### src/avmm_cmd_pkg.sv
// command word layout shared by the AVMM command path
// field positions follow the AIB serial command format and are not configurable
package avmm_cmd_pkg;

	// ~~~~~~~~~~~~~~~~~~~~~~~~~~~~~~
	// word framing
	// ~~~~~~~~~~~~~~~~~~~~~~~~~~~~~~

	parameter int cmd_word_width = 32;

	// each symbol carries two bits of the word
	parameter int cmd_symbols = 16;

	// ~~~~~~~~~~~~~~~~~~~~~~~~~~~~~~
	// field positions
	// ~~~~~~~~~~~~~~~~~~~~~~~~~~~~~~

	parameter int cmd_bit_valid = 0;
	parameter int cmd_bit_write = 1;
	parameter int cmd_bit_request = 2;
	parameter int cmd_bit_read = 3;

	parameter int cmd_addr_lsb = 4;
	parameter int cmd_addr_msb = 13;

	parameter int cmd_rsvd_lsb = 14;
	parameter int cmd_rsvd_msb = 22;

	// even parity over every other bit of the word
	parameter int cmd_parity_bit = 23;

	parameter int cmd_data_lsb = 24;
	parameter int cmd_data_msb = 31;

	// ~~~~~~~~~~~~~~~~~~~~~~~~~~~~~~
	// downstream
	// ~~~~~~~~~~~~~~~~~~~~~~~~~~~~~~

	parameter int hip_bus_width = 31;

	// cycles that a command stays presented on the output ports
	parameter int default_load_hold = 8;

endpackage
### src/avmm_cmd_path.sv
// AVMM command path, single clock and synchronous reset, no response path
// callers must leave at least load_hold idle symbols between frames
`timescale 1ns/1ps

module avmm_cmd_path
#(
	parameter int load_hold = avmm_cmd_pkg::default_load_hold
)
(
	input	logic					avmm_clock_rx_osc_clk,
	input	logic					avmm_reset_rx_osc_clk_rst_n,
	input	logic [1:0]				avmm_data_in,
	input	logic					hip_sel,
	output	logic					pld_avmm_read,
	output	logic					pld_avmm_write,
	output	logic					pld_avmm_request,
	output	logic [9:0]				pld_avmm_reg_addr,
	output	logic [8:0]				pld_avmm_reserved_out,
	output	logic [7:0]				pld_avmm_writedata,
	output	logic [avmm_cmd_pkg::hip_bus_width-1:0]	hip_avmm_in,
	output	logic					dcg_ungate,
	output	logic					cmd_error,
	output	logic [8:0]				cmd_testbus
);
	import avmm_cmd_pkg::*;

	logic [cmd_word_width-1:0]	cmd_word;
	logic				cmd_load;
	logic				cmd_captured;
	logic				frame_error_pulse;
	logic				hip_valid_error;

	avmm_cmd_deframer #(
		.load_hold(load_hold)
	) i_deframer (
		.avmm_clock_rx_osc_clk(avmm_clock_rx_osc_clk),
		.avmm_reset_rx_osc_clk_rst_n(avmm_reset_rx_osc_clk_rst_n),
		.avmm_data_in(avmm_data_in),
		.cmd_word(cmd_word),
		.cmd_load(cmd_load),
		.cmd_captured(cmd_captured),
		.frame_error_pulse(frame_error_pulse),
		.hip_sel(hip_sel),
		.cmd_testbus(cmd_testbus)
	);

	// checker and dispatch both work on the same captured word
	avmm_cmd_checker i_checker (
		.avmm_clock_rx_osc_clk(avmm_clock_rx_osc_clk),
		.avmm_reset_rx_osc_clk_rst_n(avmm_reset_rx_osc_clk_rst_n),
		.cmd_word(cmd_word),
		.cmd_captured(cmd_captured),
		.hip_sel(hip_sel),
		.frame_error_pulse(frame_error_pulse),
		.hip_valid_error(hip_valid_error),
		.cmd_error(cmd_error)
	);

	avmm_cmd_dispatch i_dispatch (
		.avmm_clock_rx_osc_clk(avmm_clock_rx_osc_clk),
		.avmm_reset_rx_osc_clk_rst_n(avmm_reset_rx_osc_clk_rst_n),
		.cmd_word(cmd_word),
		.cmd_load(cmd_load),
		.hip_sel(hip_sel),
		.pld_avmm_read(pld_avmm_read),
		.pld_avmm_write(pld_avmm_write),
		.pld_avmm_request(pld_avmm_request),
		.pld_avmm_reg_addr(pld_avmm_reg_addr),
		.pld_avmm_reserved_out(pld_avmm_reserved_out),
		.pld_avmm_writedata(pld_avmm_writedata),
		.hip_avmm_in(hip_avmm_in),
		.dcg_ungate(dcg_ungate),
		.hip_valid_error(hip_valid_error)
	);

endmodule

### src/avmm_cmd_dispatch.sv
// presents the held command word on the pld register port or the hard-IP bus
// hip_sel is assumed static while commands are in flight
`timescale 1ns/1ps

module avmm_cmd_dispatch
(
	input	logic						avmm_clock_rx_osc_clk,
	input	logic						avmm_reset_rx_osc_clk_rst_n,
	input	logic [avmm_cmd_pkg::cmd_word_width-1:0]	cmd_word,
	input	logic						cmd_load,
	input	logic						hip_sel,
	output	logic						pld_avmm_read,
	output	logic						pld_avmm_write,
	output	logic						pld_avmm_request,
	output	logic [9:0]					pld_avmm_reg_addr,
	output	logic [8:0]					pld_avmm_reserved_out,
	output	logic [7:0]					pld_avmm_writedata,
	output	logic [avmm_cmd_pkg::hip_bus_width-1:0]	hip_avmm_in,
	output	logic						dcg_ungate,
	output	logic						hip_valid_error
);
	import avmm_cmd_pkg::*;

	logic	pld_load;
	logic	hip_load;

	assign pld_load = cmd_load && !hip_sel;
	assign hip_load = cmd_load && hip_sel;

	// first cycle of the load only, dcg_ungate still low from the idle gap
	assign hip_valid_error = hip_load && !dcg_ungate && cmd_word[cmd_bit_valid] &&
		!cmd_word[cmd_bit_request] && !cmd_word[cmd_bit_read];

	always_ff @(posedge avmm_clock_rx_osc_clk)
	begin
		if (!avmm_reset_rx_osc_clk_rst_n)
		begin
			dcg_ungate <= 1'b0;
			pld_avmm_request <= 1'b0;
		end
		else
		begin
			dcg_ungate <= cmd_load;
			// request holds its last value between pld commands
			if (pld_load)
			begin
				pld_avmm_request <= cmd_word[cmd_bit_request];
			end
		end
	end

	// ~~~~~~~~~~~~~~~~~~~~~~~~~~~~~~
	// pld register port
	// ~~~~~~~~~~~~~~~~~~~~~~~~~~~~~~

	always_ff @(posedge avmm_clock_rx_osc_clk)
	begin
		if (!avmm_reset_rx_osc_clk_rst_n)
		begin
			pld_avmm_read <= 1'b0;
			pld_avmm_write <= 1'b0;
			pld_avmm_reg_addr <= '1;
			pld_avmm_reserved_out <= '1;
			pld_avmm_writedata <= '1;
		end
		else if (pld_load)
		begin
			pld_avmm_read <= cmd_word[cmd_bit_read];
			pld_avmm_write <= cmd_word[cmd_bit_write];
			pld_avmm_reg_addr <= cmd_word[cmd_addr_msb:cmd_addr_lsb];
			pld_avmm_reserved_out <= cmd_word[cmd_rsvd_msb:cmd_rsvd_lsb];
			pld_avmm_writedata <= cmd_word[cmd_data_msb:cmd_data_lsb];
		end
		else
		begin
			pld_avmm_read <= 1'b0;
			pld_avmm_write <= 1'b0;
			pld_avmm_reg_addr <= '0;
			pld_avmm_reserved_out <= '0;
			pld_avmm_writedata <= '0;
		end
	end

	// hard-IP packing keeps address, reserved and parity bits together in 27:8
	always_ff @(posedge avmm_clock_rx_osc_clk)
	begin
		if (!avmm_reset_rx_osc_clk_rst_n || !hip_load)
		begin
			hip_avmm_in <= '0;
		end
		else
		begin
			hip_avmm_in <= {cmd_word[cmd_bit_read], cmd_word[cmd_bit_request],
				cmd_word[cmd_bit_write], cmd_word[cmd_parity_bit:cmd_addr_lsb],
				cmd_word[cmd_data_msb:cmd_data_lsb]};
		end
	end

endmodule

### src/avmm_cmd_checker.sv
// merges parity, framing and hard-IP validity faults into one sticky flag
// only a reset clears the flag
`timescale 1ns/1ps

module avmm_cmd_checker
(
	input	logic						avmm_clock_rx_osc_clk,
	input	logic						avmm_reset_rx_osc_clk_rst_n,
	input	logic [avmm_cmd_pkg::cmd_word_width-1:0]	cmd_word,
	input	logic						cmd_captured,
	input	logic						hip_sel,
	input	logic						frame_error_pulse,
	input	logic						hip_valid_error,
	output	logic						cmd_error
);
	import avmm_cmd_pkg::*;

	localparam int parity_width = cmd_word_width - 1;

	logic [parity_width-1:0]	parity_data;
	logic				parity_mismatch;
	logic				parity_error;

	// every bit except the parity bit itself
	assign parity_data = {cmd_word[cmd_data_msb:cmd_data_lsb], cmd_word[cmd_parity_bit-1:0]};

	assign parity_mismatch = ((^parity_data) != cmd_word[cmd_parity_bit]);

	// the hard IP checks its own parity, so only pld words count here
	assign parity_error = cmd_captured && !hip_sel && parity_mismatch;

	always_ff @(posedge avmm_clock_rx_osc_clk)
	begin
		if (!avmm_reset_rx_osc_clk_rst_n)
		begin
			cmd_error <= 1'b0;
		end
		else
		begin
			cmd_error <= cmd_error || parity_error || frame_error_pulse || hip_valid_error;
		end
	end

endmodule

### src/avmm_cmd_deframer.sv
// frames the 2-bit AIB symbol stream into command words, no back-pressure
// load_hold must lie between 2 and 16; a new word restarts the hold window
`timescale 1ns/1ps

module avmm_cmd_deframer
#(
	parameter int load_hold = avmm_cmd_pkg::default_load_hold
)
(
	input	logic						avmm_clock_rx_osc_clk,
	input	logic						avmm_reset_rx_osc_clk_rst_n,
	input	logic [1:0]					avmm_data_in,
	output	logic [avmm_cmd_pkg::cmd_word_width-1:0]	cmd_word,
	output	logic						cmd_load,
	output	logic						cmd_captured,
	output	logic						frame_error_pulse,
	input	logic						hip_sel,
	output	logic [8:0]					cmd_testbus
);
	import avmm_cmd_pkg::*;

	localparam int hist_width = cmd_word_width - 2;

	logic [1:0]		sym_reg;
	logic [3:0]		sym_cnt;
	logic			cnt_en;
	logic			last_sym;
	logic [hist_width-1:0]	sym_hist;
	logic [3:0]		hold_cnt;

	// a frame opens on a start bit while idle and then runs for all symbols
	assign cnt_en = ((sym_cnt == 4'd0) && sym_reg[0]) || (sym_cnt != 4'd0);
	assign last_sym = (sym_cnt == 4'(cmd_symbols - 1));

	// a lone 10 symbol between frames is not a legal idle in pld mode
	assign frame_error_pulse = ~hip_sel && (sym_reg == 2'b10) && (sym_cnt == 4'd0);

	assign cmd_testbus = {hold_cnt[2:0], cmd_load, sym_cnt, cnt_en};

	always_ff @(posedge avmm_clock_rx_osc_clk)
	begin
		if (!avmm_reset_rx_osc_clk_rst_n)
		begin
			sym_reg <= 2'b00;
			sym_cnt <= 4'd0;
		end
		else
		begin
			sym_reg <= avmm_data_in;
			if (cnt_en)
			begin
				sym_cnt <= sym_cnt + 4'd1;
			end
			else
			begin
				sym_cnt <= 4'd0;
			end
		end
	end

	// ~~~~~~~~~~~~~~~~~~~~~~~~~~~~~~
	// word assembly
	// ~~~~~~~~~~~~~~~~~~~~~~~~~~~~~~

	// newest symbol enters at the top, so the first one ends up in bits 1:0
	always_ff @(posedge avmm_clock_rx_osc_clk)
	begin
		sym_hist <= {sym_reg, sym_hist[hist_width-1:2]};
		if (last_sym)
		begin
			cmd_word <= {sym_reg, sym_hist};
		end
	end

	// ~~~~~~~~~~~~~~~~~~~~~~~~~~~~~~
	// load window
	// ~~~~~~~~~~~~~~~~~~~~~~~~~~~~~~

	always_ff @(posedge avmm_clock_rx_osc_clk)
	begin
		if (!avmm_reset_rx_osc_clk_rst_n)
		begin
			cmd_load <= 1'b0;
			cmd_captured <= 1'b0;
			hold_cnt <= 4'd0;
		end
		else
		begin
			cmd_captured <= last_sym;
			cmd_load <= last_sym || (cmd_load && (hold_cnt != 4'(load_hold - 1)));
			if (last_sym || !cmd_load)
			begin
				hold_cnt <= 4'd0;
			end
			else
			begin
				hold_cnt <= hold_cnt + 4'd1;
			end
		end
	end

endmodule

### config.mk
export PLATFORM = sky130hd
export DESIGN_NAME = avmm_cmd_path
export DESIGN_NICKNAME = d
export VERILOG_FILES = /design/src/avmm_cmd_pkg.sv /design/src/avmm_cmd_path.sv /design/src/avmm_cmd_dispatch.sv /design/src/avmm_cmd_checker.sv /design/src/avmm_cmd_deframer.sv
export SDC_FILE = /design/constraint.sdc
export NUM_CORES = 1
export LEC_CHECK = 0
export BUFFER_PORTS_ARGS = -buffer_cell sky130_fd_sc_hd__buf_2
export CORE_MARGIN = 3
export CORE_UTILIZATION = 53
export DETAILED_ROUTE_END_ITERATION = 12
export GPL_TIMING_DRIVEN = 0
export PLACE_DENSITY = 0.79
export RECOVER_POWER = 50
export SLEW_MARGIN = 40
export SYNTH_ARGS = -nofsm -noshare
export SYNTH_HDL_FRONTEND = slang
export SYNTH_SLANG_ARGS = --single-unit
### constraint.sdc
create_clock -name avmm_clock_rx_osc_clk -period 2.2 [get_ports avmm_clock_rx_osc_clk]
set_clock_uncertainty 0.1 [all_clocks]
set_input_delay 0.22 -clock avmm_clock_rx_osc_clk [delete_from_list [all_inputs] [get_ports avmm_clock_rx_osc_clk]]
set_output_delay 0.22 -clock avmm_clock_rx_osc_clk [all_outputs]
set_load 0.01 [all_outputs]
=== Yosys cells after proc, flatten, opt, wreduce, memory -nomap -nowiden ===
Cells that the tools add are included.

* $add $sub $neg: 2
* Equal/unequal tests: 4
* Multiplexer cells: 3
* Bitwise operators: 2
* Reductions and logical operators: 32

{| class="wikitable"
|+ Operators with widths
! operator !! number
|-
| 31-bit XOR reduction || 1
|-
| 1-bit logical AND || 12
|-
| 10-bit 2-to-1 mux || 1
|-
| 9-bit 2-to-1 mux || 1
|-
| 4-bit by 1-bit adder with 4-bit output (second input constant) || 2
|-
| 8-bit 2-to-1 mux || 1
|-
| 1-bit logical NOT || 7
|-
| 1-bit logical OR || 7
|-
| 4-bit == test (second input constant) || 1
|-
| 4-bit logical NOT || 1
|-
| 4-bit by 3-bit != test with 1-bit output (second input constant) || 1
|-
| 2-bit AND reduction || 2
|-
| 4-bit nonzero test || 1
|-
| 2-bit == test (second input constant) || 1
|-
| 1-bit inverter || 2
|-
| 2-bit OR reduction || 1
|-
| 1-bit != test || 1
|}

* Register bits after elaboration: 137
* Bits of input ports: 5
* Output and inout port bits: 72
* Logic and storage cells: 59

=== Longest topological paths before layout ===
Gate-level depths: netlist of run 1.

* Word-level depth: 6
* Gate-level depth with buffers: 6
* Gate-level depth less buffers: 6

=== By module ===
Synthesis of run 1 repeated with hierarchy kept, for this count alone.

* Cells, all modules: 313
* Area, all modules: 4145.2 um^2

{| class="wikitable"
|+ Modules (own cells, without submodules)
! module !! instances !! cells an instance !! area each (um^2) !! seq. area each (um^2)
|-
| avmm_cmd_deframer || 1 || 109 || 2048.2 || 1801.7
|-
| avmm_cmd_dispatch || 1 || 169 || 1785.5 || 1241.2
|-
| avmm_cmd_checker || 1 || 35 || 311.5 || 20.0
|}

=== Worst setup path after synthesis of run 1 ===
Ideal clock, no wire load.

* Kind: flip-flop to flip-flop
* Start: register i_deframer.sym_cnt[0]
* End: register i_deframer.hold_cnt[2]
* Library setup time: 0.115 ns
* Arrival: 1.806 ns
* Data required time: 1.985 ns
* Slack: 0.180 ns
* Stages on the path, launching flop included: 5
* Path buffers: 0
* Clock period less this slack: 2.020 ns
* Cell sequence: dfxtp_1 > ha_1 > and3_1 > or2_2 > nor2_1

* Word-level cells in the longest chain between the ends: 3

{| class="wikitable"
|+ Ends and longest elaborated chain
! element !! line !! RTL
|-
| start, declared || avmm_cmd_deframer.sv:25 || <nowiki>logic [3:0] sym_cnt;</nowiki>
|-
| start signal, assigned || avmm_cmd_deframer.sv:52 || <nowiki>sym_cnt <= sym_cnt + 4'd1;</nowiki>
|-
| 4-bit == test || avmm_cmd_deframer.sv:33 || <nowiki>assign last_sym = (sym_cnt == 4'(cmd_symbols - 1));</nowiki>
|-
| via i_deframer.last_sym || avmm_cmd_deframer.sv:27 || <nowiki>logic last_sym;</nowiki>
|-
| 1-bit logical OR || avmm_cmd_deframer.sv:91 || <nowiki>if (last_sym || !cmd_load)</nowiki>
|-
| 2-bit OR reduction (no line) || n/a ||
|-
| end signal, assigned || avmm_cmd_deframer.sv:97 || <nowiki>hold_cnt <= hold_cnt + 4'd1;</nowiki>
|-
| end, declared || avmm_cmd_deframer.sv:29 || <nowiki>logic [3:0] hold_cnt;</nowiki>
|}

The timed path passes the listed nets, and every way through them passes these cells.
A chain may end at the register's enable or synchronous reset.

=== Worst setup path in the final report of run 1 ===
* Start: register i_deframer.sym_cnt[0]
* End: output cmd_testbus[0]

* Word-level cells in the longest chain between the ends: 3
* Elaborated cells between the ends (all ways): 4
* Classes of those cells: reduce/logical: 4

{| class="wikitable"
|+ Ends and longest elaborated chain
! element !! line !! RTL
|-
| 4-bit logical NOT || avmm_cmd_deframer.sv:32 || <nowiki>assign cnt_en = ((sym_cnt == 4'd0) && sym_reg[0]) || (sym_cnt != 4'd0);</nowiki>
|-
| 1-bit logical AND || avmm_cmd_deframer.sv:32 ||
|-
| 1-bit logical OR * || avmm_cmd_deframer.sv:32 ||
|-
| end, declared || avmm_cmd_path.sv:23 || <nowiki>output logic [8:0] cmd_testbus</nowiki>
|}

Mark *: on every way between the ends. The rest lies on a longest branch, timed or not.

==> results.yml, run 1 <==
clock_tree:
  path_clk_slew_ps: 60
  cts.path.max_buffers: 2
  clk_latency_ps: 520
  cts_setup_buffers: 0
  numCtsBuffers: 17
  tritoncts: "done"
  htree_levels: 4
  cts-root-buf: "clkbuf_8"
  clock_sinks: 137
timing:
  relSlewSlack: 0.604
  fin_ws_ps: 89.8
  post-route-min-period_ps: 2110
  fin_crit_sh: 0.959
  rsz0062_at_grt: "false"
  hold_viol: 0
  worst_slew_pin_slew_ps: 594
  setup_tns_ps: 0
  setup_viol: 0
  fmax_ghz: 0.474
  slew_violations: 0
final_layout:
  largest_register_ff_count: 32
  finalInstanceArea_um2: 5190
  diodes: 0
  final_nets: 418
  reg_top3: "i_deframer.cmd_word: 32 flops, i_dispatch.hip_avmm_in: 31 flops, i_deframer.sym_hist: 30 flops"
  syn_to_final_growth_pct: 26.9
  drive_gt1_frac: 0.158
  largest-register: "i_deframer.cmd_word"
  fill_cells: 544
  stdcell_count: 522
power_and_ir_drop:
  seq_power_share: 0.481
  switching_share: 0.199
  p_total_mw: 5.54
  pwr-share-comb: 0.017
  power_density_nw_per_um2: 1070
  ir_worst_vdd_mv: 0.616
  p_switching_mw: 1.10
  p_int_mw: 4.43
  p_leak_nw: 2.10
  power.clock.fraction: 0.502
critical_path:
  critPathKind: "reg2out"
  end_kind: "output port"
  reg2reg_slack_ps: 350
  r2r-start: "i_deframer.cmd_load$_SDFF_PN0_"
  reg2reg_to: "i_dispatch.pld_avmm_reserved_out[7]$_SDFF_PN1_"
  critical_path_required_ps: 1880
  rr_worst_depth: 5
  start_kind: "flop"
  cp_data_arrival_time_ps: 1790
  endpoint: "cmd_testbus[0]"
  crit_path_max_fanout: 5
  crit_path_start: "i_deframer.sym_cnt[0]$_SDFF_PN0_"
floorplanning:
  core_area_um2: 7370
  rows: 31
  io_pins: 77
  initial_utilization: 0.555
  die_h_um: 93.8
  die_w_um: 93.8
  die-area_um2: 8810
placed_design:
  placed_area_um2: 4620
  portBuffers: 76
  gp_congestion: 0.738
  dp_slack_ps: 411
  dp_hpwl_um: 4730
  dp_cells: 487
global_route:
  grt_pass1_wl_um: 12700
  grt_usage: 0.199
  antenna_found_initial: 0
  overflow: 0
  grt_pass1_vias: 2573
  grt_max_degree: 27
drt:
  vias_per_cell: 4.62
  route.detailed.drc: 0
  route.detailed.wl_per_inst_um: 15.2
  wirelength_um: 7930
  antenna_left: 0
  vias: 2412
  drt_iter0_drc: 81
  firstDrtPassIters: 4
run:
  maxCapViolations: 0
synth:
  synthArstFlopShare: 0
  ys_types: 26
  syn_avg_cell_area_um2: 13.1
  yosysWarnings: 0
  synth_area_leaders: "dfxtp_1 (51%), edfxtp_1 (24%), xnor2_1 (6.4%)"
  yosysTopAreaCell: "dfxtp_1"
  ys_seq_area_frac: 0.749
  ys.flop_type: "dfxtp_1"
  synth-seq-cells: 137
  mappedNetlistArea_um2: 4090
  syn-num-nets: 319
  synth_edf_count: 32
  synth_top_area_share: 0.514
  syn_inst: 311
worst_hold_path:
  min_from: "avmm_reset_rx_osc_clk_rst_n"
  holdCritPathClass: "in2reg"
outcome:
  status: "complete, no violations"
==> synthesized netlist by cell type (3+ instances only) <==
| master | n |
|---|---|
| dfxtp_1 | 105 |
| nand2_1 | 56 |
| and2_1 | 34 |
| edfxtp_1 | 32 |
| xnor2_1 | 30 |
| clkbuf_1 | 9 |
| nor2_1 | 6 |
| buf_4 | 5 |
| xor2_1 | 5 |
| inv_1 | 4 |
| and3_1 | 3 |
| ha_1 | 3 |
| nor3b_1 | 3 |
==> stage by stage <==
stage | utilization | hold slack [ps]
finish | 0.704 | 153
global route | 0.704 | 161
CTS | 0.713 | 125
detailed placement | 0.627 | 236
global placement | 0.623 | 232
floorplan | - | 196
==> metal layers <==
metal	vias up	routed length (um)	GRT usage
met1	1136	3350	0.225
met4	0	161	0.0987
met3	18	455	0.0785
met2	72	3960	0.326
li1	1186	-	-
met5	-	0	0
==> layout make-up <==
class | count | area (um2) | area share
buffer | 15 | 75.1 | 0.0145
clock inverter | 11 | 116 | 0.0224
timing repair buffer | 80 | 373 | 0.0719
clock buffer | 21 | 480 | 0.0926
tap | 99 | 124 | 0.0239
inverter | 4 | 15.0 | 0.00289
multi-input combinational | 155 | 941 | 0.181
sequential | 137 | 3060 | 0.591
==> power groups by stage <==
stage / combinational, mW / clock, mW / sequential [mW]
after global placement: 0.0932 / 0 / 2.71
after floorplan: 0.0311 / 0 / 2.72
after CTS: 0.103 / 2.82 / 2.66
after global routing: 0.105 / 2.94 / 2.67
final: 0.0945 / 2.78 / 2.66
after detailed placement: 0.0944 / 0 / 2.71
==> timing repair <==
action                                  4_1_cts  5_1_grt
hold buffers                                  3        0
endpoints found under the setup margin        1        1
gates cloned                                  0        0
resized for setup                             1        1
endpoints found under the hold margin         5        0
==> cell usage in the layout (no fill, tap or decap), types with 3 or more instances in the layout <==
master,n
clkinv_2,5
buf_4,5
dlygate4sd3_1,3
ha_1,3
edfxtp_1,32
xor2_1,5
clkbuf_8,4
clkbuf_16,17
nand2_1,56
inv_1,4
nor3b_1,3
nor2_1,6
clkinvlp_4,3
buf_2,24
clkbuf_1,61
dfxtp_1,104
and2_1,33
xnor2_1,30
==> how the worst min path moves through the flow <==
stage / to / slack [ps] / cells past startpoint
after floorplan: i_dispatch.pld_avmm_read$_SDFF_PN0_ / 200 / 1
after global placement: i_deframer.sym_hist[11]$_DFF_P_ / 230 / 0
after detailed placement: i_deframer.sym_hist[5]$_DFF_P_ / 240 / 0
after CTS: i_dispatch.hip_avmm_in[30]$_SDFF_PP0_ / 120 / 3
after global routing: i_dispatch.hip_avmm_in[30]$_SDFF_PP0_ / 160 / 3
final: i_dispatch.hip_avmm_in[30]$_SDFF_PP0_ / 150 / 3
==> critical path: stages (launching register included) <==
cell and delay (ps):
dfxtp_2 340, inv_1 60, ha_1 120, or4b_4 480, buf_4 150, buf_2 130
==> kinds of logic (layout without fill, tap and decap cells) <==
family	Yosys count	after routing	synth area share
buffers and inverters	19	131	0.0220
flip-flops	137	137	0.749
AND/OR/NAND/NOR	113	113	0.137
adder cells (fa/ha/maj)	3	3	0.00918
AO/OA/AOI/OAI	3	3	0.00490
multiplexers	1	1	0.00245
XOR/XNOR	35	35	0.0750
No activity file was read; power rests on OpenSTA's default activity.
==> run 2, diff against run 1 <==
--- a/config.mk
+++ b/config.mk
@@ -6,8 +6,10 @@
 export NUM_CORES = 1
 export LEC_CHECK = 0
 export BUFFER_PORTS_ARGS = -buffer_cell sky130_fd_sc_hd__buf_2
+export CELL_PAD_IN_SITES_DETAIL_PLACEMENT = 0
+export CELL_PAD_IN_SITES_GLOBAL_PLACEMENT = 1
 export CORE_MARGIN = 3
-export CORE_UTILIZATION = 53
+export CORE_UTILIZATION = 43
 export DETAILED_ROUTE_END_ITERATION = 12
 export GPL_TIMING_DRIVEN = 0
 export PLACE_DENSITY = 0.79
==> run 2 against run 1 <==
Compared with the run above:
- count of clock-buffer cells in the layout rose by 1
- flip-flop and latch count unchanged
- register-to-register slack improved by 30 ps
- die area is 22% higher
- sequential share of layout area fell by 0.25 points
- sequential power about the same
- clock power is 1% lower
- final cell count rose by 5.2%
- wire length is 6.8% lower
- total power is 0.73% lower
- first-iteration DRC count fell by 51%
- global-route usage shrank 5.6 points
- critical path type unchanged
==> results.yml, run 2 (synthesis gave the netlist of run 1 again) <==
critical_path:
  cp_slowest_cell: "or4b_4"
  critPathKind: "reg2out"
  critical_path_required_ps: 1880
  cp_data_arrival_time_ps: 1700
  start_kind: "flop"
  max_stage_delay_ps: 480
  path_cells: "inv_1 > ha_1 > or4b_4 > buf_2"
  crit_path_max_fanout: 4
  end_kind: "output port"
run:
  maxCapViolations: 0
floorplanning:
  die_w_um: 104
  rows: 34
  io_pins: 77
  core_area_um2: 8980
  die-area_um2: 10700
  die_h_um: 104
  initial_utilization: 0.456
placed_design:
  dp_cells: 514
  dp_hpwl_um: 4890
  placed_area_um2: 4660
  gp_congestion: 0.756
  portBuffers: 76
clock_tree:
  clk_latency_ps: 510
  path_clk_slew_ps: 60
  cts-root-buf: "clkbuf_8"
  tritoncts: "done"
  htree_levels: 4
  numCtsBuffers: 17
  cts.path.max_buffers: 2
  clock_sinks: 137
global_route:
  antenna_found_initial: 0
  grt_pass1_wl_um: 11800
  grt_pass1_vias: 2402
  grt_usage: 0.143
  overflow: 0
  grt_max_degree: 19
final_layout:
  diodes: 0
  final_nets: 418
  drive_gt1_frac: 0.156
  syn_to_final_growth_pct: 27.6
  largest_register_ff_count: 32
  largest-register: "i_deframer.cmd_word"
  final_common_cell: "dfxtp_1"
  final_cell_mix: "dfxtp_1 (103), clkbuf_1 (63), nand2_1 (56)"
  final_util: 0.581
  reg_top3: "i_deframer.cmd_word: 32 flops, i_dispatch.hip_avmm_in: 31 flops, i_deframer.sym_hist: 30 flops"
  stdcell_count: 549
  finalInstanceArea_um2: 5220
timing:
  setup_viol: 0
  rsz0062_at_grt: "false"
  slew_violations: 0
  post-route-min-period_ps: 2020
  holdWs_ps: 122
  worst_slew_pin_slew_ps: 566
  fmax_ghz: 0.496
  relSlewSlack: 0.623
  hold_viol: 0
  setup_tns_ps: 0
  fin_crit_sh: 0.917
drt:
  firstDrtPassIters: 4
  wirelength_um: 7380
  drt_iter0_drc: 40
  route.detailed.wl_per_inst_um: 13.4
  route.detailed.drc: 0
  antenna_left: 0
  vias_per_cell: 4.28
  vias: 2351
power_and_ir_drop:
  p_leak_nw: 2.11
  power_density_nw_per_um2: 1050
  ir_worst_vdd_mv: 0.731
worst_hold_path:
  holdCritPathClass: "in2reg"
outcome:
  status: "complete, no violations"
==> run 2: cell types whose count changed in the layout (fill, tap and decap cells not counted) <==
cell	previous run	this run
clkbuf_8	4	3
clkinvlp_4	3	0
clkbuf_1	61	63
inv_6	1	0
inv_4	0	2
clkinv_4	0	3
clkinv_2	5	3
dfxtp_4	0	1
dfxtp_1	104	103
==> run 2: where the power goes <==
group	internal, mW	switching [mW]	total (mW)
combinational	0.0365	0.0564	0.0929
sequential	2.63	0.0257	2.66
clock	1.74	1.00	2.74
==> run 2: stage by stage <==
stage	total power [mW]	setup WS [ps]
3_3_place_gp	2.81	-176
3_5_place_dp	2.81	392
5_1_grt	5.67	96.8
2_1_floorplan	2.75	180
4_1_cts	5.56	22.1
6_report	5.50	183
==> run 2: path summary, 6_finish.rpt <==
check / start / end / slack (ps) / depth (start not counted)
setup / recovery: i_deframer.sym_cnt[0]$_SDFF_PN0_ / cmd_testbus[0] / 180 / 4
hold / removal: avmm_reset_rx_osc_clk_rst_n / i_dispatch.hip_avmm_in[30]$_SDFF_PP0_ / 120 / 3
setup reg to reg: i_deframer.cmd_word[3]$_DFFE_PP_ / i_checker.cmd_error$_SDFF_PN0_ / 380 / 6
hold reg to reg: i_deframer.sym_hist[20]$_DFF_P_ / i_deframer.sym_hist[18]$_DFF_P_ / 250 / 0
==> run 2: per-layer routing <==
| layer | vias to the layer above | wire length (um) | global-route usage |
|---|---|---|---|
| met2 | 61 | 3590 | 0.231 |
| li1 | 1185 | - | - |
| met4 | 0 | 104 | 0.0769 |
| met1 | 1094 | 3300 | 0.169 |
| met5 | - | 0 | 0 |
| met3 | 11 | 383 | 0.0504 |
==> run 2: critical path, delay by kind of cell (launching register included) <==
kind / cells / cell delay, ps
adder cells (fa/ha/maj): 1 / 130
flip-flops: 1 / 350
AND/OR/NAND/NOR: 1 / 480
buffers and inverters: 2 / 220
==> run 2: layout make-up <==
class	instances	area (um2)
fillers	779	3760
flip-flops and latches	137	3070
multi-input cells	155	941
clock buffers	22	474
repair buffers	81	380
well taps	126	158
clock inverters	10	114
plain buffers	14	67.6
inverters	4	15.0
==> run 2: what timing repair did <==
item	4_1_cts	5_1_grt
endpoints found under the hold margin	5	0
gates resized for setup	1	3
buffers inserted	0	1
endpoints found under the setup margin	1	1
pin swaps	0	0
hold buffers	3	0
==> run 3, diff against run 2 <==
--- a/config.mk
+++ b/config.mk
@@ -5,14 +5,14 @@
 export SDC_FILE = /design/constraint.sdc
 export NUM_CORES = 1
 export LEC_CHECK = 0
-export BUFFER_PORTS_ARGS = -buffer_cell sky130_fd_sc_hd__buf_2
 export CELL_PAD_IN_SITES_DETAIL_PLACEMENT = 0
 export CELL_PAD_IN_SITES_GLOBAL_PLACEMENT = 1
 export CORE_MARGIN = 3
-export CORE_UTILIZATION = 43
+export CORE_UTILIZATION = 49
 export DETAILED_ROUTE_END_ITERATION = 12
+export DONT_BUFFER_PORTS = 1
 export GPL_TIMING_DRIVEN = 0
-export PLACE_DENSITY = 0.79
+export PLACE_DENSITY = 0.78
 export RECOVER_POWER = 50
 export SLEW_MARGIN = 40
 export SYNTH_ARGS = -nofsm -noshare
==> run 3 against run 2 <==
Compared with the run above:
- die area shrank 12%
- final cell count shrank 18%
- sequential share of layout area grew 4.4 points
- critical path depth is the same
- largest power group is now registers
- clock power shrank 4%
- via count shrank 11%
- highest routed layer unchanged
- critical endpoint unchanged
- fmax shrank 1.8%
==> results.yml, run 3 (synthesis gave the netlist of run 1 again) <==
critical_path:
  critical_path_required_ps: 1880
  crit_path_start: "i_deframer.sym_cnt[0]$_SDFF_PN0_"
  end_kind: "output port"
  crit_path_max_fanout: 5
  critPathKind: "reg2out"
  r2r-start: "i_deframer.sym_cnt[0]$_SDFF_PN0_"
  cp_data_arrival_time_ps: 1730
  start_kind: "flop"
run:
  maxCapViolations: 0
global_route:
  grt_max_degree: 23
  grt_usage: 0.159
  grt_pass1_wl_um: 11400
  overflow: 0
  grt_pass1_vias: 2186
  antenna_found_initial: 0
final_layout:
  reg_top3: "i_deframer.cmd_word: 32 flops, i_dispatch.hip_avmm_in: 31 flops, i_deframer.sym_hist: 30 flops"
  final_cell_mix: "dfxtp_1 (105), nand2_1 (56), edfxtp_1 (32)"
  diodes: 0
  largest-register: "i_deframer.cmd_word"
  final_common_cell: "dfxtp_1"
  multiInputGateArea_um2: 941
  drive_gt1_frac: 0.110
  largest_register_ff_count: 32
  syn_to_final_growth_pct: 18.5
  final_nets: 342
  seq_area_um2: 3060
  fill_cells: 642
timing:
  setup_viol: 0
  fin_crit_sh: 0.934
  relSlewSlack: 0.627
  fmax_ghz: 0.487
  hold_viol: 0
  worst_slew_pin_slew_ps: 560
  post-route-min-period_ps: 2050
  rsz0062_at_grt: "false"
  slew_violations: 0
  setup_tns_ps: 0
placed_design:
  portBuffers: 0
  gp_congestion: 0.732
  dp_hpwl_um: 4550
floorplanning:
  die-area_um2: 9480
  die_h_um: 97.4
  initial_utilization: 0.516
  core_area_um2: 7930
  rows: 32
  die_w_um: 97.4
  io_pins: 77
worst_hold_path:
  holdCritPathClass: "in2reg"
  min_from: "hip_sel"
clock_tree:
  cts-root-buf: "clkbuf_8"
  cts.path.max_buffers: 2
  tritoncts: "done"
  cts_setup_buffers: 0
  htree_levels: 4
  clk_latency_ps: 490
  clock_sinks: 137
  numCtsBuffers: 17
  path_clk_slew_ps: 60
power_and_ir_drop:
  p_total_mw: 5.36
  p_leak_nw: 1.91
  power_density_nw_per_um2: 1110
  ir_worst_vdd_mv: 0.640
drt:
  wirelength_um: 7030
  antenna_left: 0
  drt_iter0_drc: 82
  vias: 2089
  route.detailed.drc: 0
  vias_per_cell: 4.65
  firstDrtPassIters: 4
  route.detailed.wl_per_inst_um: 15.7
outcome:
  status: "complete, no violations"
==> run 3: cell types whose count changed in the layout (fill, tap and decap cells not counted), moves of 2 or more <==
cell,change
dfxtp_1,+2
clkbuf_1,-50
and2_1,-2
and2_0,+2
buf_2,-24
clkbuf_8,+2
clkinv_4,-3
==> run 3: area by class of cell <==
class	instances	area share
Inverter	4	0.00310
Clock buffer	26	0.105
Buffer	15	0.0155
Sequential cell	137	0.632
Multi-Input combinational cell	155	0.194
Clock inverter	6	0.0119
Timing Repair Buffer	4	0.0119
Tap cell	102	0.0263
==> run 3: worst paths after layout <==
| kind | endpoint | cells past startpoint | slack (ps) |
|---|---|---|---|
| min | i_dispatch.hip_avmm_in[30]$_SDFF_PP0_ | 2 | 50 |
| max | cmd_testbus[0] | 4 | 150 |
| min reg2reg | i_deframer.sym_hist[19]$_DFF_P_ | 0 | 240 |
| max reg2reg | i_deframer.hold_cnt[3]$_SDFF_PP0_ | 5 | 390 |
==> run 3: what timing repair did <==
action,4_1_cts,5_1_grt
hold endpoints to repair,5,0
endpoints found under the setup margin,0,1
hold buffers,3,0
gates resized for setup,0,1
==> run 3: through the flow <==
stage	setup WS (ps)	instances	hold slack (ps)	area (um2)	util
floorplan	180	311	196	4090	-
global placement	-304	413	199	4220	0.532
detailed placement	391	414	199	4250	0.536
CTS	59.1	449	27.3	4840	0.611
global route	54.0	449	39.3	4850	0.611
finish	146	449	49.6	4850	0.611
==> run 3: power breakdown <==
part           switching, mW  total, mW  leakage (nW)  internal [mW]
sequential            0.0454       2.68          1.15           2.64
combinational         0.0290     0.0496         0.468         0.0206
clock                  0.946       2.63         0.285           1.68
==> run 3: layer usage <==
metal	track usage	routed length (um)
met1	0.206	3250
met2	0.243	3340
met3	0.0668	378
met4	0.0511	58
met5	0	0
==> run 3: critical path, cell delays in order, from the launching register on <==
cell and delay [ps]:
dfxtp_1 370, inv_1 80, ha_1 130, or4b_4 490, buf_4 170
